## config.mk

```make
export PLATFORM = sky130hd
export DESIGN_NAME = sdram_read
export DESIGN_NICKNAME = d
export VERILOG_FILES = /design/src/verilog/sdram_cmd_pkg.sv /design/src/verilog/sdram_timing_pkg.sv /design/src/verilog/sdram_read.sv
export SDC_FILE = /design/constraint.sdc
export NUM_CORES = 1
export LEC_CHECK = 0
export BUFFER_PORTS_ARGS = -buffer_cell sky130_fd_sc_hd__buf_2
export CAP_MARGIN = 20
export CORE_UTILIZATION = 45
export CTS_CLUSTER_DIAMETER = 80
export DETAILED_ROUTE_END_ITERATION = 16
export GPL_TIMING_DRIVEN = 0
export PLACE_DENSITY = 0.74
export SYNTH_ARGS = -nofsm -noshare
export SYNTH_HDL_FRONTEND = slang
export SYNTH_SLANG_ARGS = --single-unit
```

## constraint.sdc

```tcl
create_clock -name clk -period 2.12 [get_ports clk]
set_clock_uncertainty 0.1 [all_clocks]
set_input_delay 0.424 -clock clk [delete_from_list [all_inputs] [get_ports clk]]
set_output_delay 0.424 -clock clk [all_outputs]
set_load 0.01 [all_outputs]
```

## src/verilog/sdram_cmd_pkg.sv

```systemverilog
// ====================================================================
// sdram commands
// command encodings, mode register and address word layout
// ====================================================================

package sdram_cmd_pkg;

	// {ras_n, cas_n, we_n}
	localparam logic [2:0] cmd_nop = 3'b111;
	localparam logic [2:0] cmd_act = 3'b011;
	localparam logic [2:0] cmd_rd = 3'b101;
	localparam logic [2:0] cmd_wr = 3'b100;
	localparam logic [2:0] cmd_pre = 3'b010;
	localparam logic [2:0] cmd_ar = 3'b001;
	localparam logic [2:0] cmd_mrs = 3'b000;

	// burst length 2, sequential, cas latency 2, burst writes
	localparam logic [11:0] mode_reg = 12'h021;

	// one pin word, read as a row by ACT and as a column by READ/WRITE
	typedef union packed {
		logic [11:0] row;
		struct packed {
			logic       spare_hi;
			logic       ap;
			logic       spare_lo;
			logic [7:0] word;
			// beat select, bursts always start on the even column
			logic       pad;
		} col;
	} sdram_addr_u;

	// 22 bit user word address is {bank, row, word column}
	localparam int bank_msb = 21;
	localparam int row_lsb = 8;
	localparam int col_lsb = 0;

	function automatic sdram_addr_u row_word(input logic [21:0] a);
		sdram_addr_u w;
		w.row = a[row_lsb +: 12];
		return w;
	endfunction

	// column word with auto precharge set
	function automatic sdram_addr_u col_word(input logic [21:0] a);
		sdram_addr_u w;
		w = '0;
		w.col.ap = 1'b1;
		w.col.word = a[col_lsb +: 8];
		return w;
	endfunction

	function automatic logic [1:0] bank_of(input logic [21:0] a);
		return a[bank_msb -: 2];
	endfunction

endpackage

```

## src/verilog/sdram_timing_pkg.sv

```systemverilog
// ====================================================================
// sdram timing
// SDRAM timing constants, all counted in clk cycles
// ====================================================================

package sdram_timing_pkg;

	// wait after reset before the first command
	// shortened for simulation, a real part needs 100 us or more
	localparam int t_powerup = 100;

	// precharge to next command
	localparam int t_rp = 2;
	// auto refresh cycle time
	localparam int t_rfc = 7;
	// mode register set to next command
	localparam int t_mrd = 2;
	// activate to read or write
	localparam int t_rcd = 2;
	// last write beat to precharge (write recovery)
	localparam int t_wr = 2;
	// read command to first data beat
	localparam int cas_lat = 2;
	// one auto refresh is due this often
	localparam int t_refi = 390;

endpackage

```

## src/verilog/sdram_read.sv

```systemverilog
// ====================================================================
// sdram read engine
// one pending word: activate, read with auto precharge, then two
// beats captured after the cas latency and pushed as one word
// ====================================================================
`timescale 1ns/1ps

module sdram_read (
	input  logic        clk,
	input  logic        rst,
	input  logic        read_en,
	input  logic [21:0] address,
	input  logic        start,
	input  logic [15:0] dq,
	output logic        req,
	output logic        done,
	output logic [2:0]  cmd,
	output logic [11:0] addr,
	output logic [1:0]  bank,
	output logic        fifo_push,
	output logic [31:0] fifo_din
);

	logic [21:0] rd_addr_q;
	logic        pend;
	logic        busy;
	logic [3:0]  step;
	logic [15:0] lo;
	logic        rd_go;
	logic        cap_lo;
	logic        cap_hi;

	assign req = pend;

	assign rd_go = busy && (step == 4'(sdram_timing_pkg::t_rcd - 1));
	// first beat sits on dq cas_lat cycles after the READ cycle
	assign cap_lo = busy && (step == 4'(sdram_timing_pkg::t_rcd + sdram_timing_pkg::cas_lat));
	assign cap_hi = busy && (step == 4'(sdram_timing_pkg::t_rcd + sdram_timing_pkg::cas_lat + 1));

	always_ff @(posedge clk) begin
		if (rst) begin
			pend <= 1'b0;
			busy <= 1'b0;
			step <= '0;
			cmd <= sdram_cmd_pkg::cmd_nop;
			fifo_push <= 1'b0;
			done <= 1'b0;
		end else begin
			cmd <= sdram_cmd_pkg::cmd_nop;
			fifo_push <= 1'b0;
			done <= 1'b0;
			// a new request while one is pending is dropped
			if (read_en && !pend) pend <= 1'b1;
			if (start) begin
				busy <= 1'b1;
				step <= '0;
				cmd <= sdram_cmd_pkg::cmd_act;
			end else if (busy) begin
				step <= step + 4'd1;
			end
			if (rd_go) cmd <= sdram_cmd_pkg::cmd_rd;
			// precharge is over by the time the second beat is in
			if (cap_hi) begin
				fifo_push <= 1'b1;
				done <= 1'b1;
				busy <= 1'b0;
				pend <= 1'b0;
			end
		end
	end

	always_ff @(posedge clk) begin
		if (read_en && !pend) rd_addr_q <= address;
		if (start) begin
			addr <= sdram_cmd_pkg::row_word(rd_addr_q);
			bank <= sdram_cmd_pkg::bank_of(rd_addr_q);
		end
		if (rd_go) addr <= sdram_cmd_pkg::col_word(rd_addr_q);
		if (cap_lo) lo <= dq;
		// low half came first
		if (cap_hi) fifo_din <= {dq, lo};
	end

endmodule

```

# Word level (Yosys, flattened, before mapping)
# Cells that the tools add are included.
[totals] reg_bits=94 latchBits=0 ram_bits=0 rom_bits=0 elab_cells=30 n_memories=0
[op_classes] add_sub_neg=1 multipliers=0 div_mod_pow=0 magnitude_cmp=0 eq_ne=3 shifts=0 muxes=5 n_bitwise=0 reduce_logical=9
[ops] operator="2-to-1 mux 9 bit" count=2
[ops] operator="equality test 4 x 3 -> 1 bit, second input constant" count=2
[ops] operator="OR reduction 2 bit" count=3
[ops] operator="adder 4 x 1 -> 4 bit, second input constant" count=1
[ops] operator="equality test 4 x 1 -> 1 bit, second input constant" count=1
[ops] operator="logical AND 1 bit" count=4
[ops] operator="2-to-1 mux 3 bit" count=1
[ops] operator="2-to-1 mux 2 bit" count=1
[ops] operator="nonzero test 2 bit" count=1
[ops] operator="zero test 1 bit" count=1
[ops] operator="2-to-1 mux 1 bit" count=1

# Depth between registers and ports, before layout
[logic_depth] depth_word=3 ltp_mapped=5

# Least setup slack after synthesis
# No wires, ideal clock.
[synth_path] kind="flip-flop to flip-flop" from="reg step[0]" to="reg fifo_din[0] (enable)" setup_ns=0.395 t_arrival_ns=1.565 path_slack_ns=0.060 stages_incl_launch_ff=3 path_buffers=0 path_cell_list="dfxtp_1 > ha_1 > and4b_1"
[synth_between] elab_chain_len=2
[synth_lines] item="start: declaration" line="sdram_read.sv:27" rtl="logic [3:0] step;"
[synth_lines] item="start signal: assignment" line="sdram_read.sv:59" rtl="step <= step + 4'd1;"
[synth_lines] item="equality test 4 x 3 -> 1 bit" line="sdram_read.sv:38" rtl="assign cap_hi = busy && (step == 4'(sdram_timing_pkg::t_rcd + sdram_timing_pkg::cas_lat + 1));"
[synth_lines] item="logical AND 1 bit" line="sdram_read.sv:38"
[synth_lines] item="net cap_hi" line="sdram_read.sv:31" rtl="logic cap_hi;"
[synth_lines] item="end signal: assignment" line="sdram_read.sv:81" rtl="if (cap_hi) fifo_din <= {dq, lo};"
[synth_lines] item="end: declaration" line="sdram_read.sv:21" rtl="output logic [31:0] fifo_din"
# The timed path passes the listed nets, and every way through them passes these cells.
# A chain may end at the register's enable or synchronous reset.

# Worst setup path after layout
[layout_path] from="reg step[0]" to="reg fifo_din[4] (enable)"
# Same word-level chain as after synthesis.

==> flow_summary.ini <==
[global_route]
grt.total_usage_pct = 14.0
antenna_found_initial = 0
grt_max_degree = 36
grt_overflow = 0
grt_pass1_wl_microns = 7400
grt_pass1_vias = 1565

[critical_path]
path_cells = ha_1 -> and4b_2
r2r_end = fifo_din[4]$_DFFE_PP_
critPathLaunchType = register
crit_slowest_cell = and4b_2
crit_arrival_ns = 1.86
cp_max_fo = 35
reg2reg_depth = 2
path_class = reg2reg
reg2reg_from = step[0]$_SDFFE_PP0P_
crit_end = fifo_din[4]$_DFFE_PP_
rrSetupSlack_ns = 0.15
max_stage_delay_ns = 0.79
end_kind = register
required_ns = 2.01
timing.critical_path.from = step[0]$_SDFFE_PP0P_

[place]
pre_cts_ws_ns = 0.134
port_buffers = 92
place.gp.congestion = 0.751
hpwl_microns = 3280
dp.cells = 351

[timing]
setup_viol = 0
worst_slew_pin_slew_ns = 0.796
finalCriticalPeriod_ns = 1.97
relSlewSlack_pct = 47.0
fin_tns_setup_ns = 0
finalMaxSlewViolations = 0
period_share_pct = 92.9
rsz0062_at_grt = no
fmax_ghz = 0.508
hold_violations = 0
setup_slack_ns = 0.151

[pwr]
leakage_uw = 0.00162
power_density_nw_per_um2 = 865
vdd_drop_max_mv = 0.512

[routing]
drt_pass1_iterations = 10
post_drt_wl_per_cell_microns = 13.2
drtIter0Drc = 47
vias = 1633
wirelength_microns = 4830
vias_per_cell = 4.45
drc = 1
antenna_left = 0

[cts]
cts-buffers-inserted = 9
cts_setup_buffers = 0
clock_latency_ns = 0.36
cts_max_level = 3
path_clk_slew_ns = 0.09
cts_num_sinks = 93
cts_buffer_depth = 2
holdBufCountCts = 0
cts_tree = yes
clockRootBuffer = clkbuf_8
cts_resized = 0

[floorplan]
die_area_sq_um = 7340
core_area_sq_um = 6790
rows = 30
die_height_microns = 85.7
initial_utilization_pct = 46.4
die_x_microns = 85.7
io-pin-count = 94

[synthesis]
synth_warnings = 0
synth_area_leaders = edfxtp_1 (76%), dfxtp_1 (8.3%), mux2i_1 (4.1%)
synth.distinct_cells = 25
yosys.area.top_type = edfxtp_1
syn_inst = 162
synth_top_area_share_pct = 76.2
ys_ff_latch = 93
synth.net_count = 207
syn_avg_cell_area_sq_um = 19.5
seq_area_frac_synth_pct = 84.5
syn_area_sq_um = 3150

[status]
run_status = finished, violations left
violations = DRC

[final_layout]
nNetsFinal = 311
area_growth_pct = 25.8
diodes = 0
n_fill_cell = 520
fin_cells = 367
final_layout_size_suffix_gt1_share_pct = 45.0

[flow_run]
cap_viol_max_count = 0

[worst_hold_path]
hold_class = in2reg
metrics by stage:
step                      power [uW]  cell area (sq um)  utilization [%]  hold WS (ns)
after floorplan                 2170               3150                -         0.300
after global placement          2240               3730             54.9         0.301
after detailed placement        2250               3750             55.2         0.305
after CTS                       3480               3970             58.4         0.110
after global routing            3560               3970             58.4         0.106
final                           3430               3970             58.4         0.130
logic make-up after synthesis:
group           Yosys count  share of synthesized area (%)
fa+ha+maj                 3                           1.19
flops                    93                           84.5
mux                      14                           4.49
buf+inv                  16                           2.78
other cells               1                          0.119
xor+xnor                  1                          0.278
compound gates            2                          0.476
simple gates             32                           6.19
Yosys cell counts (all sizes together):
cell      n
a21bo     1
a21oi     1
and4b     2
and4bb    1
buf       6
conb      1
dfxtp    13
edfxtp   80
ha        3
inv      10
mux2      1
mux2i    13
nand2     9
nand2b    2
nand3b    2
nand4     1
nand4bb   1
nor2      7
nor2b     2
nor3      3
nor3b     1
or2       1
xnor2     1
power breakdown:
group,internal (uW),switching (uW),total [uW]
combinational,74.0,82.4,156
clock,573,650,1220
sequential,2030,16.0,2050
worst min-delay path by stage:
stage	start	end	cells past startpoint
floorplan	rd_addr_q[20]$_DFFE_PP_	bank[0]$_DFFE_PP_	0
global placement	lo[14]$_DFFE_PP_	fifo_din[14]$_DFFE_PP_	0
detailed placement	lo[13]$_DFFE_PP_	fifo_din[13]$_DFFE_PP_	0
CTS	address[16]	rd_addr_q[16]$_DFFE_PP_	1
global route	address[3]	rd_addr_q[3]$_DFFE_PP_	1
finish	address[16]	rd_addr_q[16]$_DFFE_PP_	1
area by class of cell:
cell class	count	area (sq um)	share of cell area, %
Clock inverter	7	91.3	2.30
Buffer	6	50.0	1.26
Timing Repair Buffer	93	475	12.0
Tap cell	96	120	3.03
Clock buffer	9	124	3.12
Sequential cell	93	2660	67.1
Inverter	10	37.5	0.946
Multi-Input combinational cell	53	405	10.2
state kept, by name, indices dropped and copies added (netlist names):
| name | flops |
|---|---|
| fifo_push | 1 |
| step | 4 |
| req | 1 |
| fifo_din | 32 |
| rd_addr_q | 22 |
| busy | 1 |
| addr | 12 |
| bank | 2 |
| lo | 16 |
| cmd | 2 |
layer usage:
metal  wire, microns  part of all wire [%]  global-route usage, %  up-vias
met4             138                   2.9                   8.48        0
met1            2010                    42                   15.5      771
met2            2410                    50                   22.8       51
met3             275                   5.7                   5.68       11
li1                -                     -                      -      800
met5               0                     0                      0        -
layout by cell type, fill, tap and decap left out, types with 2 or more instances in the layout:
master    instances
buf_2            93
edfxtp_1         80
mux2i_1          13
dfxtp_1          13
inv_1            10
nand2_1           9
clkbuf_8          9
nor2_1            7
buf_4             3
nor3_1            3
ha_1              3
buf_6             2
nand2b_1          2
nand3b_1          2
inv_6             2
critical path: cells and delay by family, from the launching register on:
family	cells	cell delay, ns
flip-flops	1	0.44
AND/OR/NAND/NOR	1	0.79
adder cells (fa/ha/maj)	1	0.25
(Power assumes the default switching activity.)
