File: config.mk
export PLATFORM = sky130hd
export DESIGN_NAME = sdram_fifo
export DESIGN_NICKNAME = d
export VERILOG_FILES = /design/src/verilog/sdram_fifo.sv
export SDC_FILE = /design/constraint.sdc
export NUM_CORES = 1
export LEC_CHECK = 0
export ABC_AREA = 1
export BUFFER_PORTS_ARGS = -buffer_cell sky130_fd_sc_hd__buf_4
export CAP_MARGIN = 20
export CORE_ASPECT_RATIO = 0.75
export CORE_MARGIN = 2
export CORE_UTILIZATION = 55
export CTS_BUF_LIST = sky130_fd_sc_hd__clkbuf_4 sky130_fd_sc_hd__clkbuf_8 sky130_fd_sc_hd__clkbuf_16
export CTS_CLUSTER_SIZE = 16
export DETAILED_ROUTE_END_ITERATION = 16
export PLACE_DENSITY = 0.8
export SYNTH_ARGS = -nofsm -noshare
export SYNTH_HDL_FRONTEND = slang
export SYNTH_SLANG_ARGS = --single-unit
File: constraint.sdc
create_clock -name clk -period 5.3 [get_ports clk]
set_clock_uncertainty 0.05 [all_clocks]
set_input_delay 1.06 -clock clk [delete_from_list [all_inputs] [get_ports clk]]
set_output_delay 1.06 -clock clk [all_outputs]
set_load 0.01 [all_outputs]
File: src/verilog/sdram_fifo.sv
// ====================================================================
// sdram fifo
// synchronous first-word-fall-through queue with full and empty
// ====================================================================
`timescale 1ns/1ps

module sdram_fifo #(
	parameter int width = 32,
	parameter int depth_log2 = 2
) (
	input  logic             clk,
	input  logic             rst,
	input  logic             push,
	input  logic [width-1:0] din,
	input  logic             pop,
	output logic [width-1:0] dout,
	output logic             full,
	output logic             empty
);

	logic [width-1:0]    mem [2**depth_log2];
	logic [depth_log2-1:0] wr_ptr;
	logic [depth_log2-1:0] rd_ptr;
	// one extra bit so a full queue is distinct from an empty one
	logic [depth_log2:0] count;
	logic                do_push;
	logic                do_pop;

	// push into a full queue or pop from an empty one is dropped
	assign do_push = push && !full;
	assign do_pop = pop && !empty;

	assign full = count[depth_log2];
	assign empty = (count == '0);
	// head entry always visible
	assign dout = mem[rd_ptr];

	always_ff @(posedge clk) begin
		if (do_push) begin
			mem[wr_ptr] <= din;
		end
	end

	always_ff @(posedge clk) begin
		if (rst) begin
			wr_ptr <= '0;
			rd_ptr <= '0;
			count <= '0;
		end else begin
			if (do_push) begin
				wr_ptr <= wr_ptr + 1'b1;
			end
			if (do_pop) begin
				rd_ptr <= rd_ptr + 1'b1;
			end
			// count only moves when exactly one side is active
			case ({do_push, do_pop})
				2'b10: count <= count + 1'b1;
				2'b01: count <= count - 1'b1;
				default: count <= count;
			endcase
		end
	end

endmodule

After elaboration in Yosys (flattened, before gate mapping)

Memories as Yosys holds them, arrays and structs flattened. A register that Yosys moved wholly into a read port is not among the register bits.
Cells that the tools add are included.

$add $sub $neg: 4
Reduce and logical (&&, ||, !) cells: 6
Mux-type cells: 5
$mul: 0
Divide/modulo/power cells: 0
Shift operators: 0
Equality and inequality tests: 2
Bitwise logic cells: 0
Order comparisons: 0

Operator list:

| operator                                            | count |
|---|---|
| case mux 3 bit (2 select lines)                     | 1 |
| adder 2 x 1 -> 2 bit, second input constant         | 2 |
| two-way mux 2 bit                                   | 2 |
| adder 3 x 1 -> 3 bit, second input constant         | 1 |
| logical NOT 3 bit                                   | 1 |
| subtractor 3 x 1 -> 3 bit, second input constant    | 1 |
| equality test 2 x 1 -> 1 bit, second input constant | 1 |
| equality test 2 bit, second input constant          | 1 |
| logical AND 1 bit                                   | 2 |
| logical NOT 1 bit                                   | 2 |
| two-way mux 1 bit                                   | 2 |
| nonzero test 2 bit                                  | 1 |

Word-level logic and storage cells: 21
Output and inout bits: 34
ROM bits: 0
Memories: 1
Register bits after elaboration: 7
Input port bits: 36
Latch bits: 0
RAM bits: 128

Memory list:

| name | depth | width | read ports | clocked after Yosys merged registers in | wr ports | line | text |
|---|---|---|---|---|---|---|---|
| mem  | 4     | 32    | 1          | 1                                       | 1        | 21   | `logic [width-1:0] mem [2**depth_log2];` |

Longest topological paths before layout

Gate-level depths: netlist of run 1.

Depth after elaboration: 5
Mapped depth: 13
Depth with buffers taken out: 13

Least setup slack after synthesis of run 1

No wires, ideal clock.

Kind: in2reg
From: input push
To: memory mem[0][0], enable pin
Path slack: 2.240 ns
Library setup time: 0.421 ns
Data arrival time: 2.589 ns
Path buffers: 0
Required time: 4.829 ns
Cell stages on the path: 2
Cell sequence: nand2_1 > nor2_1

Cells in the longest elaborated chain, start to end: 3

RTL lines:

| item                                    | line | text |
|---|---|---|
| start: declaration                      | 13   | `input logic push,` |
| logical AND 1 bit                       | 30   | `assign do_push = push && !full;` |
| two-way mux 1 bit                       | 39   | `if (do_push) begin` |
| two-way mux 1 bit (not written as such) | 40   | `mem[wr_ptr] <= din;` |
| end: declaration                        | 21   |  |

Every way passes these cells.

==> out/metrics.csv, run 1 <==
stage,metric,value,unit
clock_network,worstSkewPairLatency,0.40,ns
clock_network,cts.sinks,137,
logic_synthesis,ys_seq_area_share,76.7,%
detailed_routing,wl,9.80,mm
setup_path,endpoint_kind,output pin,
detailed_routing,detail_route.wl_per_cell,16.7,microns
floorplanning,io_pins,70,
sta,rsz0062_at_grt,false,
sta,fmax,276,MHz
setup_path,max_stage_delay,1.03,ns
cells_and_area,area_delta_synth_final,20.9,%
global_routing,grtUsageTotal,20.0,%
detailed_routing,drc_errors,0,
cells_and_area,diodes,0,
cells_and_area,final_cell_mix,"edfxtp_1 (128), nor2_1 (70), buf_4 (69)",
place,gp_congestion,0.739,
power,netSwitchingFraction,28.8,%
global_routing,antenna_found_initial,0,
cells_and_area,final-instance-count-excl-fill,586,
power,seqPwrFrac,43.6,%
clock_network,htree_levels,4,
sta,fin_crit,3.62,ns
floorplanning,start_util,57.3,%
setup_path,worstPathRequired,4.19,ns
place,hpwlAfterDp,5.55,mm
power,p_leak,2.29,nW
logic_synthesis,yosysWarnings,0,
power,power.internal,0.00227,W
power,pwr-share-comb,23.8,%
sta,setup_violations,0,
logic_synthesis,syn_nets,417,
detailed_routing,routed_via_density,5.48,
logic_synthesis,netlist-cell-type-count,18,
cells_and_area,final_nets,487,
logic_synthesis,synth.avg_cell_area,14.0,sq um
clock_network,cts_tree,built,
setup_path,worstPathArrival,2.51,ns
global_routing,grt_pass1_wl,15.1,mm
setup_path,cp_slowest_cell,dfxtp_1,
sta,hold_viol,0,
sta,slew_headroom,28.0,%
logic_synthesis,synth_seq_cells,137,
logic_synthesis,synth_area,5250,sq um
setup_path,path_class,flop to output pin,
job,maxCapViolations,0,
sta,fin_crit_sh,68.4,%
clock_network,root_buffer,clkbuf_16,
setup_path,crit_family,flip-flops,
place,dp_cells,553,
power,power.switching,0.000920,W
clock_network,path_clk_slew,0.05,ns
sta,slew_viol_final,0,
place,io_buffers,69,
clock_network,ctsHoldBuffers,0,
power,power.density,503,nW/um^2
detailed_routing,vias,3210,
detailed_routing,drt_first_pass_iters,4,
sta,fin_worst_hold_slack,0.448,ns
clock_network,numCtsBuffers,17,
global_routing,grt_overflow,0,
floorplanning,coreArea,9160,sq um
setup_path,start_kind,flop,
power,ir_drop,0.286,mV
sta,tns,0,ns
clock_network,cts_setup_buffers,0,
cells_and_area,layout_commonest_cell,edfxtp_1,
floorplanning,fp.dieW,117,microns
clock_network,cts_resized,0,
floorplanning,die_h,88.6,microns
logic_synthesis,netlist_instances,375,
setup_path,critPathBufInv,2,
global_routing,grt_pass1_vias,3127,
global_routing,grt_start_max_net_pins,66,
place,place_area,5800,sq um
sta,tightestPinTransition,1.08,ns
detailed_routing,drt_iter0_markers,379,
setup_path,crit_fanout,33,
run_status,run_status,completed,
cells_and_area,stdcell_area,6340,sq um
floorplanning,row_count,30,
setup_path,worstPathCellList,inv_2 -> o21ai_1 -> o22ai_1 -> buf_4,
cells_and_area,drive_above_1_share,22.7,%
power,clkPwrFrac,32.5,%
min_path,hp-class,flop to flop,
clock_network,clockBufferDepth,2,
detailed_routing,postRouteAntennaNets,0,
floorplanning,die_area,10300,sq um
[per-stage QoR]
step,worst slack [ns],utilization [%],total power [W]
after global placement,2.14,63.3,0.00214
after CTS,1.66,69.1,0.00319
after detailed placement,2.08,63.3,0.00216
after floorplan,2.24,-,0.00187
final,1.68,69.3,0.00319
after global routing,1.50,69.3,0.00334
[cells by family (layout without fill, tap and decap cells)]
family | Yosys count | in the layout | share of synthesized area, %
buffers and inverters | 38 | 121 | 4.51
AND/OR/NAND/NOR | 89 | 89 | 6.44
AO/OA/AOI/OAI | 105 | 105 | 10.8
flip-flops | 137 | 137 | 76.7
adder cells (fa/ha/maj) | 6 | 6 | 1.57
[worst min-delay path: stages (launching register included)]
cell	delay (ns)
dfxtp_1	0.31
nand2_1	0.06
a21oi_1	0.07
[sequential cells by signal (all words and copies together) (netlist names), named ones only]
| name | cells |
|---|---|
| mem | 128 |
| count | 3 |
| rd_ptr | 2 |
| wr_ptr | 2 |
[power groups by stage]
stage / registers [W] / clock network (W) / logic (W)
after global placement: 0.00143 / 0 / 0.000706
after global routing: 0.00141 / 0.00110 / 0.000835
after CTS: 0.00142 / 0.00105 / 0.000732
final: 0.00139 / 0.00104 / 0.000761
after detailed placement: 0.00144 / 0 / 0.000725
after floorplan: 0.00138 / 0 / 0.000492
[cell usage after synthesis, drive strengths merged]
cell type | count | area share (%)
edfxtp | 128 | 73
nor2 | 74 | 5.3
o21ai | 68 | 6.5
o22ai | 32 | 3.8
inv | 19 | 1.5
buf | 18 | 2.9
nand2 | 12 | 0.86
dfxtp | 9 | 3.4
a21oi | 5 | 0.48
ha | 5 | 1.2
nand3 | 3 | 0.29
clkbuf | 1 | 0.071
fa | 1 | 0.38
[final timing paths]
path              cells after the start   endpoint  slack (ns)      start
setup / recovery                      4    dout[9]        1.68       flop
hold / removal                        2  rd_ptr[1]        0.45  rd_ptr[1]
setup reg to reg                      3  mem[0][5]        3.22   count[2]
hold reg to reg                       2  rd_ptr[1]        0.45  rd_ptr[1]
[layer usage]
| metal | wire [microns] | vias up | GRT usage, % | share of wire (%) |
|---|---|---|---|---|
| li1 | - | 1525 | - | - |
| met1 | 4130 | 1565 | 25.5 | 42 |
| met2 | 4920 | 114 | 33.1 | 50 |
| met3 | 702 | 6 | 7.47 | 7.2 |
| met4 | 50 | 0 | 5.13 | 0.51 |
| met5 | 0 | - | 0 | 0 |
[layout make-up]
cell class / instances / area (sq um)
clock inverter: 13 / 86.3
inverter: 19 / 78.8
multi-input combinational: 200 / 1020
tap: 128 / 160
fill: 644 / 2810
timing repair buffer: 70 / 538
clock buffer: 19 / 440
sequential: 137 / 4030
Power figures use the tool's default switching activity.
==> run 2: changes to the inputs <==
==> constraint.sdc (replaced) <==
create_clock -name clk -period 3.7 [get_ports clk]
set_clock_uncertainty 0.05 [all_clocks]
set_input_delay 0.74 -clock clk [delete_from_list [all_inputs] [get_ports clk]]
set_output_delay 0.74 -clock clk [all_outputs]
set_load 0.01 [all_outputs]
==> run 2 against run 1 <==
Combinational power rose by 50%; core utilization rose by 1.0 points; final area rose by 1.5%; count of clock-buffer cells in the layout fell by 1; power rose by 50%; die area did not move; worst setup slack got worse by 0.88 ns; register-to-register slack got worse by 1.6 ns; non-clock buffer count rose by 6; flip-flop and latch count did not move; critical path type unchanged; critical endpoint is now dout[27].
==> out/metrics.csv, run 2 (synthesized netlist as in run 1, its figures left out) <==
stage,metric,value,unit,change
run_status,run_status,completed,,
setup_path,r2r_start,count[2],,
cells_and_area,final_nets,493,,+1.2%
sta,fin_crit,2.90,ns,
setup_path,crit_family,flip-flops,,
cells_and_area,drive_above_1_share,24.6,%,+1.9 points
setup_path,crit_fanout,32,,-3.0%
detailed_routing,drt_first_pass_iters,5,,+1
floorplanning,die_h,88.6,microns,unchanged
sta,tightestPinTransition,1.02,ns,-0.0575 ns
sta,fmax,344,MHz,
setup_path,worstPathRequired,2.91,ns,-1.28 ns
place,dp_cells,560,,+1.3%
detailed_routing,wl,10.6,mm,+8.6%
detailed_routing,drc_errors,0,,unchanged
setup_path,worstPathArrival,2.11,ns,-0.40 ns
clock_network,htree_levels,4,,unchanged
floorplanning,die_area,10300,sq um,unchanged
clock_network,cts_setup_buffers,0,,unchanged
power,power.density,741,nW/um^2,+47%
power,p_leak,2.34,nW,+2.4%
sta,slew_headroom,31.8,%,+3.8 points
floorplanning,row_count,30,,unchanged
setup_path,max_stage_delay,0.77,ns,-0.26 ns
clock_network,worstSkewPairLatency,0.41,ns,about the same
cells_and_area,largest_register_ffs,128,,unchanged
setup_path,crit_cells,4,,unchanged
clock_network,root_buffer,clkbuf_16,,
global_routing,grt_overflow,0,,unchanged
detailed_routing,postRouteAntennaNets,0,,unchanged
detailed_routing,drt_iter0_markers,391,,+3.2%
cells_and_area,regMostFlops,mem,,
floorplanning,io_pins,70,,unchanged
setup_path,worstPathCellList,inv_2 -> o21ai_0 -> o22ai_1 -> buf_4,,
detailed_routing,routed_via_density,5.54,,+1.2%
cells_and_area,area_delta_synth_final,22.8,%,
min_path,whs_path_depth,2,,unchanged
global_routing,grt_start_max_net_pins,65,,-1.5%
clock_network,cts.sinks,137,,unchanged
setup_path,endpoint_kind,output pin,,
global_routing,antenna_found_initial,0,,unchanged
cells_and_area,top_regs,"mem (128), count (3)",,
setup_path,rr_worst_depth,3,,unchanged
floorplanning,coreArea,9160,sq um,unchanged
clock_network,ctsHoldBuffers,0,,unchanged
place,hpwlAfterDp,6.05,mm,+9.0%
sta,rsz0062_at_grt,false,,
setup_path,start_kind,flop,,
detailed_routing,vias,3281,,+2.2%
job,maxCapViolations,0,,unchanged
cells_and_area,multiInputGateArea,1020,sq um,unchanged
sta,fin_crit_sh,78.5,%,
setup_path,path_class,flop to output pin,,
sta,fin_worst_hold_slack,0.473,ns,+0.0250 ns
cells_and_area,final-instance-count-excl-fill,592,,+1.0%
cells_and_area,fillers,623,,-3.3%
clock_network,path_clk_slew,0.06,ns,about the same
cells_and_area,stdcell_area,6440,sq um,+1.5%
cells_and_area,diodes,0,,unchanged
sta,setup_violations,0,,unchanged
global_routing,grtUsageTotal,22.2,%,+2.2 points
clock_network,cts_tree,built,,
floorplanning,fp.dieW,117,microns,unchanged
setup_path,cp_slowest_cell,dfxtp_1,,
cells_and_area,final_cell_mix,"edfxtp_1 (128), buf_4 (76), nor2_1 (70)",,
sta,fin_ws,0.795,ns,-0.881 ns
place,gp_congestion,0.766,,+3.6%
cells_and_area,layout_commonest_cell,edfxtp_1,,
power,ir_drop,0.409,mV,+43%
clock_network,numCtsBuffers,17,,unchanged
sta,tns,0,ns,unchanged
global_routing,grt_pass1_wl,16.5,mm,+9.5%
clock_network,cts_resized,0,,unchanged
detailed_routing,detail_route.wl_per_cell,18.0,microns,+7.5%
place,preCtsSetupSlack,1.16,ns,-0.922 ns
global_routing,grt_pass1_vias,3270,,+4.6%
sta,slew_viol_final,0,,unchanged
sta,hold_viol,0,,unchanged
floorplanning,start_util,57.3,%,unchanged
setup_path,critPathBufInv,2,,unchanged
clock_network,clockBufferDepth,2,,unchanged
min_path,worstHoldStart,rd_ptr[1],,
cells_and_area,regArea,4030,sq um,unchanged
place,io_buffers,69,,unchanged
min_path,hp-class,flop to flop,,
place,place_area,5850,sq um,+0.91%
-- run 2: cell type report --
| class | instances | share of cell area [%] |
|---|---|---|
| Inverter | 19 | 1.22 |
| Tap cell | 128 | 2.49 |
| Sequential cell | 137 | 62.5 |
| Clock buffer | 18 | 6.72 |
| Clock inverter | 14 | 2.43 |
| Multi-Input combinational cell | 200 | 15.8 |
| Timing Repair Buffer | 76 | 8.86 |
-- run 2: worst reg2reg max path, stage by stage, from the launching register on --
cell     delay, ns
dfxtp_1       0.31
inv_1         0.10
nand2_1       0.32
nor2_4        0.90
-- run 2: final timing paths --
path	end	slack (ns)
min	flop	0.47
max reg2reg	mem[3][8]	1.62
min reg2reg	flop	0.47
max	dout[27]	0.80
-- run 2: power breakdown --
part / total, W / leakage, nW / switching, W / internal [W]
clock network: 0.00168 / 0.290 / 0.000619 / 0.00106
registers: 0.00196 / 1.25 / 0.0000634 / 0.00189
logic: 0.00114 / 0.807 / 0.000697 / 0.000443
-- run 2: per-layer routing --
layer	routed length, microns	global-route usage, %	vias up	part of all wire [%]
met5	0	0	-	0
met4	110	9.20	0	1.0
met3	742	6.78	12	7.0
met2	5170	34.0	145	49
met1	4620	30.1	1590	43
li1	-	-	1534	-
-- run 2: stage by stage --
stage | util [%] | power [W]
floorplan | - | 0.00267
global placement | 63.9 | 0.00309
detailed placement | 63.9 | 0.00312
CTS | 70.3 | 0.00480
global route | 70.3 | 0.00498
finish | 70.3 | 0.00477
