[config.mk]
export PLATFORM = sky130hd
export DESIGN_NAME = sdram_write
export DESIGN_NICKNAME = d
export VERILOG_FILES = /design/src/verilog/sdram_cmd_pkg.sv /design/src/verilog/sdram_timing_pkg.sv /design/src/verilog/sdram_write.sv
export SDC_FILE = /design/constraint.sdc
export NUM_CORES = 1
export LEC_CHECK = 0
export BUFFER_PORTS_ARGS = -buffer_cell sky130_fd_sc_hd__buf_2
export CAP_MARGIN = 15
export CELL_PAD_IN_SITES_DETAIL_PLACEMENT = 1
export CELL_PAD_IN_SITES_GLOBAL_PLACEMENT = 1
export CORE_ASPECT_RATIO = 1.2
export CORE_MARGIN = 8
export CORE_UTILIZATION = 42
export DETAILED_ROUTE_END_ITERATION = 12
export PLACE_DENSITY = 0.88
export SLEW_MARGIN = 20
export SYNTH_ARGS = -nofsm -noshare
export SYNTH_HDL_FRONTEND = slang
export SYNTH_SLANG_ARGS = --single-unit
[constraint.sdc]
create_clock -name clk -period 5.9 [get_ports clk]
set_clock_uncertainty 0.15 [all_clocks]
set_input_delay 1.18 -clock clk [delete_from_list [all_inputs] [get_ports clk]]
set_output_delay 1.18 -clock clk [all_outputs]
set_load 0.05 [all_outputs]
[src/verilog/sdram_cmd_pkg.sv]
// ====================================================================
// sdram commands
// command encodings, mode register and address word layout
// ====================================================================

package sdram_cmd_pkg;

	// {ras_n, cas_n, we_n}
	localparam logic [2:0] cmd_nop = 3'b111;
	localparam logic [2:0] cmd_act = 3'b011;
	localparam logic [2:0] cmd_rd = 3'b101;
	localparam logic [2:0] cmd_wr = 3'b100;
	localparam logic [2:0] cmd_pre = 3'b010;
	localparam logic [2:0] cmd_ar = 3'b001;
	localparam logic [2:0] cmd_mrs = 3'b000;

	// burst length 2, sequential, cas latency 2, burst writes
	localparam logic [11:0] mode_reg = 12'h021;

	// one pin word, read as a row by ACT and as a column by READ/WRITE
	typedef union packed {
		logic [11:0] row;
		struct packed {
			logic       spare_hi;
			logic       ap;
			logic       spare_lo;
			logic [7:0] word;
			// beat select, bursts always start on the even column
			logic       pad;
		} col;
	} sdram_addr_u;

	// 22 bit user word address is {bank, row, word column}
	localparam int bank_msb = 21;
	localparam int row_lsb = 8;
	localparam int col_lsb = 0;

	function automatic sdram_addr_u row_word(input logic [21:0] a);
		sdram_addr_u w;
		w.row = a[row_lsb +: 12];
		return w;
	endfunction

	// column word with auto precharge set
	function automatic sdram_addr_u col_word(input logic [21:0] a);
		sdram_addr_u w;
		w = '0;
		w.col.ap = 1'b1;
		w.col.word = a[col_lsb +: 8];
		return w;
	endfunction

	function automatic logic [1:0] bank_of(input logic [21:0] a);
		return a[bank_msb -: 2];
	endfunction

endpackage

[src/verilog/sdram_timing_pkg.sv]
// ====================================================================
// sdram timing
// SDRAM timing constants, all counted in clk cycles
// ====================================================================

package sdram_timing_pkg;

	// wait after reset before the first command
	// shortened for simulation, a real part needs 100 us or more
	localparam int t_powerup = 100;

	// precharge to next command
	localparam int t_rp = 2;
	// auto refresh cycle time
	localparam int t_rfc = 7;
	// mode register set to next command
	localparam int t_mrd = 2;
	// activate to read or write
	localparam int t_rcd = 2;
	// last write beat to precharge (write recovery)
	localparam int t_wr = 2;
	// read command to first data beat
	localparam int cas_lat = 2;
	// one auto refresh is due this often
	localparam int t_refi = 390;

endpackage

[src/verilog/sdram_write.sv]
// ====================================================================
// sdram write engine
// one queued word per grant: activate, then a two beat write with
// auto precharge, low half first
// ====================================================================
`timescale 1ns/1ps

module sdram_write (
	input  logic        clk,
	input  logic        rst,
	input  logic        write_en,
	input  logic [21:0] address,
	input  logic        start,
	input  logic [35:0] fifo_dout,
	input  logic        fifo_empty,
	output logic        fifo_pop,
	output logic        req,
	output logic        done,
	output logic [2:0]  cmd,
	output logic [11:0] addr,
	output logic [1:0]  bank,
	output logic [15:0] dq,
	output logic        dq_oe,
	output logic [1:0]  dqm
);

	logic [21:0] word_addr;
	// set by write_en, dropped once the queue drains
	logic        armed;
	logic        busy;
	// step k is visible k+1 cycles after start
	logic [3:0]  step;
	logic        wr_go;
	logic        beat2;
	logic        fin;

	assign req = armed && !fifo_empty;

	assign wr_go = busy && (step == 4'(sdram_timing_pkg::t_rcd - 1));
	assign beat2 = busy && (step == 4'(sdram_timing_pkg::t_rcd));
	// auto precharge after t_wr, then t_rp before the bank is idle
	assign fin = busy && (step == 4'(sdram_timing_pkg::t_rcd + sdram_timing_pkg::t_wr +
		sdram_timing_pkg::t_rp));

	always_ff @(posedge clk) begin
		if (rst) begin
			armed <= 1'b0;
			busy <= 1'b0;
			step <= '0;
			cmd <= sdram_cmd_pkg::cmd_nop;
			fifo_pop <= 1'b0;
			done <= 1'b0;
			dq_oe <= 1'b0;
			dqm <= 2'b00;
		end else begin
			cmd <= sdram_cmd_pkg::cmd_nop;
			fifo_pop <= 1'b0;
			done <= 1'b0;
			if (start) begin
				busy <= 1'b1;
				step <= '0;
				cmd <= sdram_cmd_pkg::cmd_act;
			end else if (busy) begin
				step <= step + 4'd1;
			end
			if (wr_go) begin
				cmd <= sdram_cmd_pkg::cmd_wr;
				fifo_pop <= 1'b1;
				dq_oe <= 1'b1;
				// mask bit 1 writes the byte, dqm high blocks it
				dqm <= ~fifo_dout[33:32];
			end
			if (beat2) begin
				dqm <= ~fifo_dout[35:34];
			end
			if (busy && (step == 4'(sdram_timing_pkg::t_rcd + 1))) begin
				dq_oe <= 1'b0;
				dqm <= 2'b00;
			end
			if (fin) begin
				done <= 1'b1;
				busy <= 1'b0;
				if (fifo_empty) armed <= 1'b0;
			end
			if (write_en) armed <= 1'b1;
		end
	end

	// address and data path
	always_ff @(posedge clk) begin
		if (start) begin
			addr <= sdram_cmd_pkg::row_word(word_addr);
			bank <= sdram_cmd_pkg::bank_of(word_addr);
		end
		if (wr_go) begin
			addr <= sdram_cmd_pkg::col_word(word_addr);
			dq <= fifo_dout[15:0];
		end
		// head is still the same word here, the pop lands on this edge
		if (beat2) begin
			dq <= fifo_dout[31:16];
			word_addr <= word_addr + 22'd1;
		end
		if (write_en) word_addr <= address;
	end

endmodule
; Yosys cells after proc, flatten, opt, wreduce, memory -nomap -nowiden
; Cells that the tools add are included.
; W data, S select, Z words.
[op_classes]
n_eq_ne = 4
n_bitwise = 2
mux = 15
n_addsub = 2
n_reduce_logical = 16
[op_table]
columns = cell, n
row1 = $mux W22, 2
row2 = $mux W16, 2
row3 = $add A22 B1 Y22 const B, 1
row4 = $mux W9, 2
row5 = $reduce_bool A2 Y1, 5
row6 = $eq A4 B2 Y1 const B, 2
row7 = $reduce_or A2 Y1, 4
row8 = $mux W2, 3
row9 = $logic_and A1 B1 Y1, 5
row10 = $mux W1, 5
row11 = $add A4 B1 Y4 const B, 1
row12 = $eq A4 B1 Y1 const B, 1
row13 = $eq A4 B3 Y1 const B, 1
row14 = $not A2 Y2, 2
row15 = $mux W3, 1
row16 = $reduce_and A2 Y1, 1
row17 = $logic_not A1 Y1, 1
[totals]
inputBits = 63
elab_cells = 53
register_bits = 66

; Longest topological paths before layout
; Gate-level depths: netlist of the first run.
[depth]
depth_word = 4
mapped_depth = 6
depth_no_buf = 6

; Least setup slack after synthesis of the first run
; OpenSTA, ideal clock, no wires.
[synth_timing]
kind = input -> output
from = in fifo_empty
to = out req
cell_stages = 1
slack_ps = 2701
arrival_time_ps = 1869
path_cell_list = nor2b_1
[synth_between]
elab_chain_len = 2
[synth_lines]
columns = item, line_no
row1 = "start, declared", sdram_write.sv:15  ; input logic fifo_empty,
row2 = $logic_not A1 Y1, sdram_write.sv:37  ; assign req = armed && !fifo_empty;
row3 = $logic_and A1 B1 Y1, sdram_write.sv:37
row4 = "end, declared", sdram_write.sv:17  ; output logic req,
; No other way between the ends.

; Worst setup path after layout of the first run
[layout_timing]
from = reg busy
to = reg word_addr[15], enable pin
[layout_between]
elab_chain_len = 2
[layout_lines]
columns = item, line_no
row1 = "start, declared", sdram_write.sv:30  ; logic busy;
row2 = "start signal, assigned", sdram_write.sv:48  ; busy <= 1'b0;
row3 = "start signal, assigned", sdram_write.sv:60  ; busy <= 1'b1;
row4 = "start signal, assigned", sdram_write.sv:82  ; busy <= 1'b0;
row5 = $logic_and A1 B1 Y1, sdram_write.sv:40  ; assign beat2 = busy && (step == 4'(sdram_timing_pkg::t_rcd));
row6 = $reduce_bool A2 Y1 (no source line), -
row7 = "end signal, assigned", sdram_write.sv:102  ; word_addr <= word_addr + 22'd1;
row8 = "end signal, assigned", sdram_write.sv:104  ; if (write_en) word_addr <= address;
row9 = "end, declared", sdram_write.sv:27  ; logic [21:0] word_addr;
; No other way between the ends.
; A chain may end at the register's enable or synchronous reset.

==> out/qor.yml, run 1 <==
netlist-cell-type-count: 41
path_clk_slew_ns: 0.07
cts_made_buffers: 9
die_w_um: 95.2
grt_pass1_wl_mm: 13.7
hold_path_depth: 2
antenna_cells: 0
seq_area_frac_synth_pct: 56.3
synth.avg_cell_area_um2: 11.4
synthArstFlopShare_pct: 0
worst_pin_slew_ns: 1.09
die_area_mm2: 0.0106
max_slew_margin_pct: 27.6
synth_edf_count: 48
min_period_over_period_pct: 51.2
yosys_register_bits: 65
synthesis.area_mm2: 0.00316
end_kind: "flip-flop"
antenna_found_initial: 0
clock_sinks: 65
rr_startpoint: "busy$_SDFFE_PP0P_"
cts-root-buf: "clkbuf_8"
die_height_um: 111
wl_met3_um: 751
crit_path_max_fanout: 22
hold_buffers: 0
clk_latency_ns: 0.34
gp_congestion: 0.778
post-cts-setup-buffers: 0
cts_max_path_buffers: 2
core_mm2: 0.00727
layout_common_cells: "buf_2 (101), edfxtp_1 (48), nand2_1 (43)"
peakVddDrop_mv: 0.178
h-tree-depth: 3
hold_viol: 0
dr_total_vias: 2519
cellLeakagePower_nw: 1.61
drv_cap: 0
wl_met2_mm: 4.41
drt_drc_violations_left: 0
layout-drive-gt1-share_pct: 36.8
syn-instance-count: 278
vias_per_cell: 5.36
cts_tree: "built"
yosys_warnings: 0
drt_iter0_drc: 79
top_layer: "met4"
place_area_mm2: 0.00371
arrival_ns: 2.83
holdCritStartpoint: "addr[10]$_SDFFE_PP1P_"
dr.pass1.iters: 4
status: "completed"
track_usage_pct: 16.5
r2r_cells: 3
final_common_cell: "buf_2"
finalPower_mw: 1.12
initial_utilization_pct: 43.5
grt_max_degree: 53
slew_viol_final: 0
ant_nets: 0
grt_overflow: 0
rows: 34
wirelength_mm: 8.51
io_pins: 102
synth_nets: 345
synth_top_area_share_pct: 45.6
synthTopCellsByArea: "edfxtp_1 (46%), dfxtp_1 (11%), mux2_2 (6.0%)"
fmax_mhz: 331
critPathKind: "flip-flop to flip-flop"
rrSetupSlack_ns: 2.88
ys.flop_type: "edfxtp_1"
setup_tns_ns: 0
setup_viol: 0
synth_top_cell_by_area: "edfxtp_1"
fill_cells: 809
areaGrowthSynthToFinish_pct: 23.9
pwr_density_cell_mw_per_mm2: 285
start_kind: "flip-flop"
grt_pass1_vias: 2776
fin_crit_ns: 3.02
wirelength_met1_mm: 3.15
finalInstanceArea_mm2: 0.00392
hpwlAfterDp_mm: 6.43
wl_per_cell_um: 18.1
critPathRequiredTime_ns: 5.71
r2r_end: "word_addr[15]$_DFFE_PP_"
grt_setup_unrepaired: "false"
min_path_type: "flip-flop to flip-flop"
final_nets: 442
final_util_pct: 53.9
port-buffer-count: 101
hold-path-endpoint: "addr[10]$_SDFFE_PP1P_"
post_cts_resized: 0
## synthesized netlist by cell type, types with 2 or more instances
master	n
a22oi_1	4
buf_2	3
clkbuf_1	9
dfxtp_1	17
edfxtp_1	48
ha_1	4
inv_1	7
mux2_2	17
mux2i_1	9
nand2_1	43
nand2b_1	2
nand3_1	18
nand4_1	4
nor2_1	13
nor2b_1	6
nor3_1	10
nor4_1	6
nor4_4	2
o21ai_0	18
o32a_1	2
xnor2_1	14
xor2_1	3
## cell families (layout without fill, tap and decap cells)
kind of cell / count (synthesis) / after routing / synth area share [%]
buffers and inverters: 22 / 124 / 3.08
AOI/OAI and AO/OA: 30 / 30 / 6.01
muxes: 26 / 26 / 8.90
DFF: 65 / 65 / 56.3
adders and majority gates: 4 / 4 / 1.58
xor gates and xnor gates: 17 / 17 / 4.71
and+or+nand+nor: 114 / 114 / 19.4
## worst max-delay path by stage
stage | slack, ns | cells past startpoint | end | start
after floorplan | 2.70 | 1 | req | fifo_empty
after global placement | 2.69 | 2 | word_addr[7]$_DFFE_PP_ | write_en
after detailed placement | 2.62 | 2 | word_addr[7]$_DFFE_PP_ | write_en
after CTS | 2.84 | 3 | word_addr[8]$_DFFE_PP_ | busy$_SDFFE_PP0P_
after global routing | 2.67 | 3 | word_addr[14]$_DFFE_PP_ | busy$_SDFFE_PP0P_
final | 2.88 | 3 | word_addr[15]$_DFFE_PP_ | busy$_SDFFE_PP0P_
## flip-flops by register name (all words and copies together) (netlist names)
signal and flops:
word_addr 22, dq 16, addr 12, step 4, bank 2, cmd 2
dqm 2, armed 1, busy 1, done 1, dq_oe 1, fifo_pop 1
## power breakdown
part	switching, mW	total (mW)	internal (mW)
combinational	0.106	0.161	0.0550
clock	0.170	0.406	0.236
sequential	0.0245	0.550	0.525
total	0.301	1.12	0.816
## area by class of cell
| cell class | instances | area (um^2) | share of cell area [%] |
|---|---|---|---|
| timing repair buffer | 101 | 505 | 12.9 |
| clock buffer | 10 | 128 | 3.25 |
| multi-input combinational | 191 | 1280 | 32.8 |
| sequential | 65 | 1780 | 45.4 |
| tap | 90 | 113 | 2.87 |
| inverter | 7 | 26.3 | 0.670 |
| clock inverter | 6 | 82.6 | 2.11 |
## stage by stage
step                      hold WS, ns  cells  setup WS (ns)
final                           0.332    470           2.88
after global routing            0.347    470           2.67
after floorplan                 0.293    278           2.70
after global placement          0.308    454           2.69
after detailed placement        0.316    454           2.62
after CTS                       0.336    470           2.84
## metal layers
metal / track usage, % / up-vias
li1: - / 1197
met1: 17.7 / 1204
met2: 28.3 / 103
met3: 5.15 / 15
met4: 7.93 / 0
met5: 0 / -
## critical path, stage by stage (launching register included)
cell and delay, ns:
dfxtp_1 0.47, nor3b_4 0.41, nand2_1 0.59, nand2b_1 1.02
Power figures use the tool's default switching activity.
==> run 2: changes to the inputs <==
CORE_UTILIZATION = 35   (was 42)
PLACE_DENSITY = 0.79   (was 0.88)
clock period = 2.7 ns   (was 5.9 ns; I/O delays follow)
==> run 2 against run 1 <==
Clock power rose by 120%. Largest power group unchanged. Die area rose by 17%. Critical path depth did not move. Clock-buffer cell count rose by 4. Final cell count rose by 7.0%. First-iteration DRC count rose by 15%. Via count fell by 2.3%. Core utilization fell by 9.2 points. Critical path type unchanged. Register-to-register slack got worse by 2.3 ns.
==> out/qor.yml, run 2 (synthesis gave the netlist of run 1 again) <==
start_kind: "flip-flop"
cellLeakagePower_nw: 1.63  # +1.3%
final_common_cell: "buf_2"
hold_slack_ns: 0.311  # -0.0211 ns
drt_iter0_drc: 91  # +15%
layout_common_cells: "buf_2 (101), edfxtp_1 (48), nand2_1 (43)"
hold_buffers: 0  # unchanged
cp_slowest_cell: "nand2_1"
top_register: "word_addr"
areaGrowthSynthToFinish_pct: 26.4
grt_pass1_wl_mm: 13.8  # +0.91%
wl_per_cell_um: 16.9  # -6.6%
cts_max_path_buffers: 2  # unchanged
grt_setup_unrepaired: "false"
worst_pin_slew_ns: 0.668  # -0.418 ns
grt_pass1_vias: 2721  # -2.0%
clk_latency_ns: 0.35  # about the same
power.share.combinational_pct: 14.2  # -0.2 points
die_height_um: 120  # +8.2%
dr.pass1.iters: 4  # unchanged
status: "completed"
io_pins: 102  # unchanged
drt_drc_violations_left: 0  # unchanged
grt_max_degree: 29  # -45%
h-tree-depth: 3  # unchanged
dr_total_vias: 2460  # -2.3%
p_switching_mw: 0.667  # +120%
cts_made_buffers: 9  # unchanged
grt_overflow: 0  # unchanged
min_period_over_period_pct: 79.7  # +28 points
ant_nets: 0  # unchanged
die_w_um: 103  # +7.9%
path_clk_slew_ns: 0.08  # about the same
fmax_mhz: 465  # +40%
pwr_density_cell_mw_per_mm2: 615  # +120%
clock_sinks: 65  # unchanged
crit_path_max_fanout: 19  # -14%
p_int_mw: 1.79  # +120%
fill_cells: 1040  # +29%
crit_chain: "nor3b_4 -> nand2_4 -> nand2_1"
setup_viol: 0  # unchanged
vias_per_cell: 4.89  # -8.7%
fin_crit_ns: 2.15  # -0.869 ns
critPathKind: "flip-flop to flip-flop"
critPathMaxStageDelay_ns: 0.55  # -0.47 ns
clkPwrFrac_pct: 37.0  # +0.7 points
port-buffer-count: 101  # unchanged
wirelength_mm: 8.50  # about the same
seqCellArea_mm2: 0.00178  # unchanged
cts-root-buf: "clkbuf_8"
arrival_ns: 1.98  # -0.85 ns
critPathRequiredTime_ns: 2.53  # -3.18 ns
gp_congestion: 0.769  # -1.1%
reg_top3: "word_addr (22), dq (16), addr (12)"
multiInputGateArea_mm2: 0.00128  # unchanged
finalPower_mw: 2.46  # +120%
peakVddDrop_mv: 0.205  # +15%
core_mm2: 0.00894  # +23%
layout-drive-gt1-share_pct: 37.6  # +0.76 points
die_area_mm2: 0.0124  # +17%
hold_viol: 0  # unchanged
crit_buf_inv: 0  # unchanged
rows: 38  # +12%
setup_tns_ns: 0  # unchanged
post_cts_resized: 0  # unchanged
max_slew_margin_pct: 55.4  # +28 points
antenna_cells: 0  # unchanged
p_sw_share_pct: 27.1  # +0.17 points
drv_cap: 0  # unchanged
end_kind: "flip-flop"
slew_viol_final: 0  # unchanged
initial_utilization_pct: 35.4  # -8.1 points
track_usage_pct: 14.6  # -2.0 points
setup_slack_ns: 0.549  # -2.33 ns
final_nets: 445  # +0.68%
antenna_found_initial: 0  # unchanged
largest_register_ffs: 22  # unchanged
post-cts-setup-buffers: 0  # unchanged
hpwlAfterDp_mm: 6.53  # +1.6%
min_path_type: "input pin to flip-flop"
place_ws_ns: 0.544  # -2.08 ns
power.share.sequential_pct: 48.8  # -0.4 points
cts_tree: "built"
cp_top_family: "simple AND/OR/NAND/NOR gates"
run 2: worst paths after layout:
path                                 from  slack [ns]  cells past startpoint                 endpoint
setup / recovery        busy$_SDFFE_PP0P_        0.55                      3          dq[4]$_DFFE_PP_
setup reg to reg        busy$_SDFFE_PP0P_        0.55                      3          dq[4]$_DFFE_PP_
hold reg to reg   word_addr[21]$_DFFE_PP_        0.33                      0        bank[1]$_DFFE_PP_
hold / removal                address[11]        0.31                      3  word_addr[11]$_DFFE_PP_
run 2: worst register-to-register path, cell delays in order (launching register included):
cell and delay (ns):
dfxtp_1 0.48, nor3b_4 0.41, nand2_4 0.20, nand2_1 0.55
run 2: cell type report:
class                      instances  area share (%)
sequential                        65            44.5
multi-input combinational        191            32.1
timing repair buffer             104            13.2
clock buffer                      14            5.41
tap                              120            3.75
inverter                           7           0.657
clock inverter                     2           0.313
run 2: routing by layer:
layer / vias up / routed length (um) / track usage, % / share of wire [%]
li1: 1204 / - / - / -
met1: 1155 / 3390 / 16.1 / 40
met2: 87 / 4180 / 24.9 / 49
met3: 14 / 789 / 5.21 / 9.3
met4: 0 / 149 / 5.62 / 1.8
met5: - / 0 / 0 / 0
run 2: per-stage QoR:
stage / util [%] / instance area [um^2] / std cells
6_report: 44.8 / 4000 / 503
3_3_place_gp: 42.2 / 3770 / 487
5_1_grt: 44.8 / 4000 / 503
4_1_cts: 44.8 / 4000 / 503
3_5_place_dp: 42.2 / 3770 / 487
2_1_floorplan: - / 3160 / 278
run 2: power by group through the flow:
| stage | Clock, mW | Combinational, mW | Sequential [mW] |
|---|---|---|---|
| after floorplan | 0 | 0.148 | 1.31 |
| after global placement | 0 | 0.345 | 1.22 |
| after detailed placement | 0 | 0.355 | 1.22 |
| after CTS | 0.933 | 0.358 | 1.20 |
| after global routing | 0.982 | 0.384 | 1.21 |
| final | 0.910 | 0.350 | 1.20 |
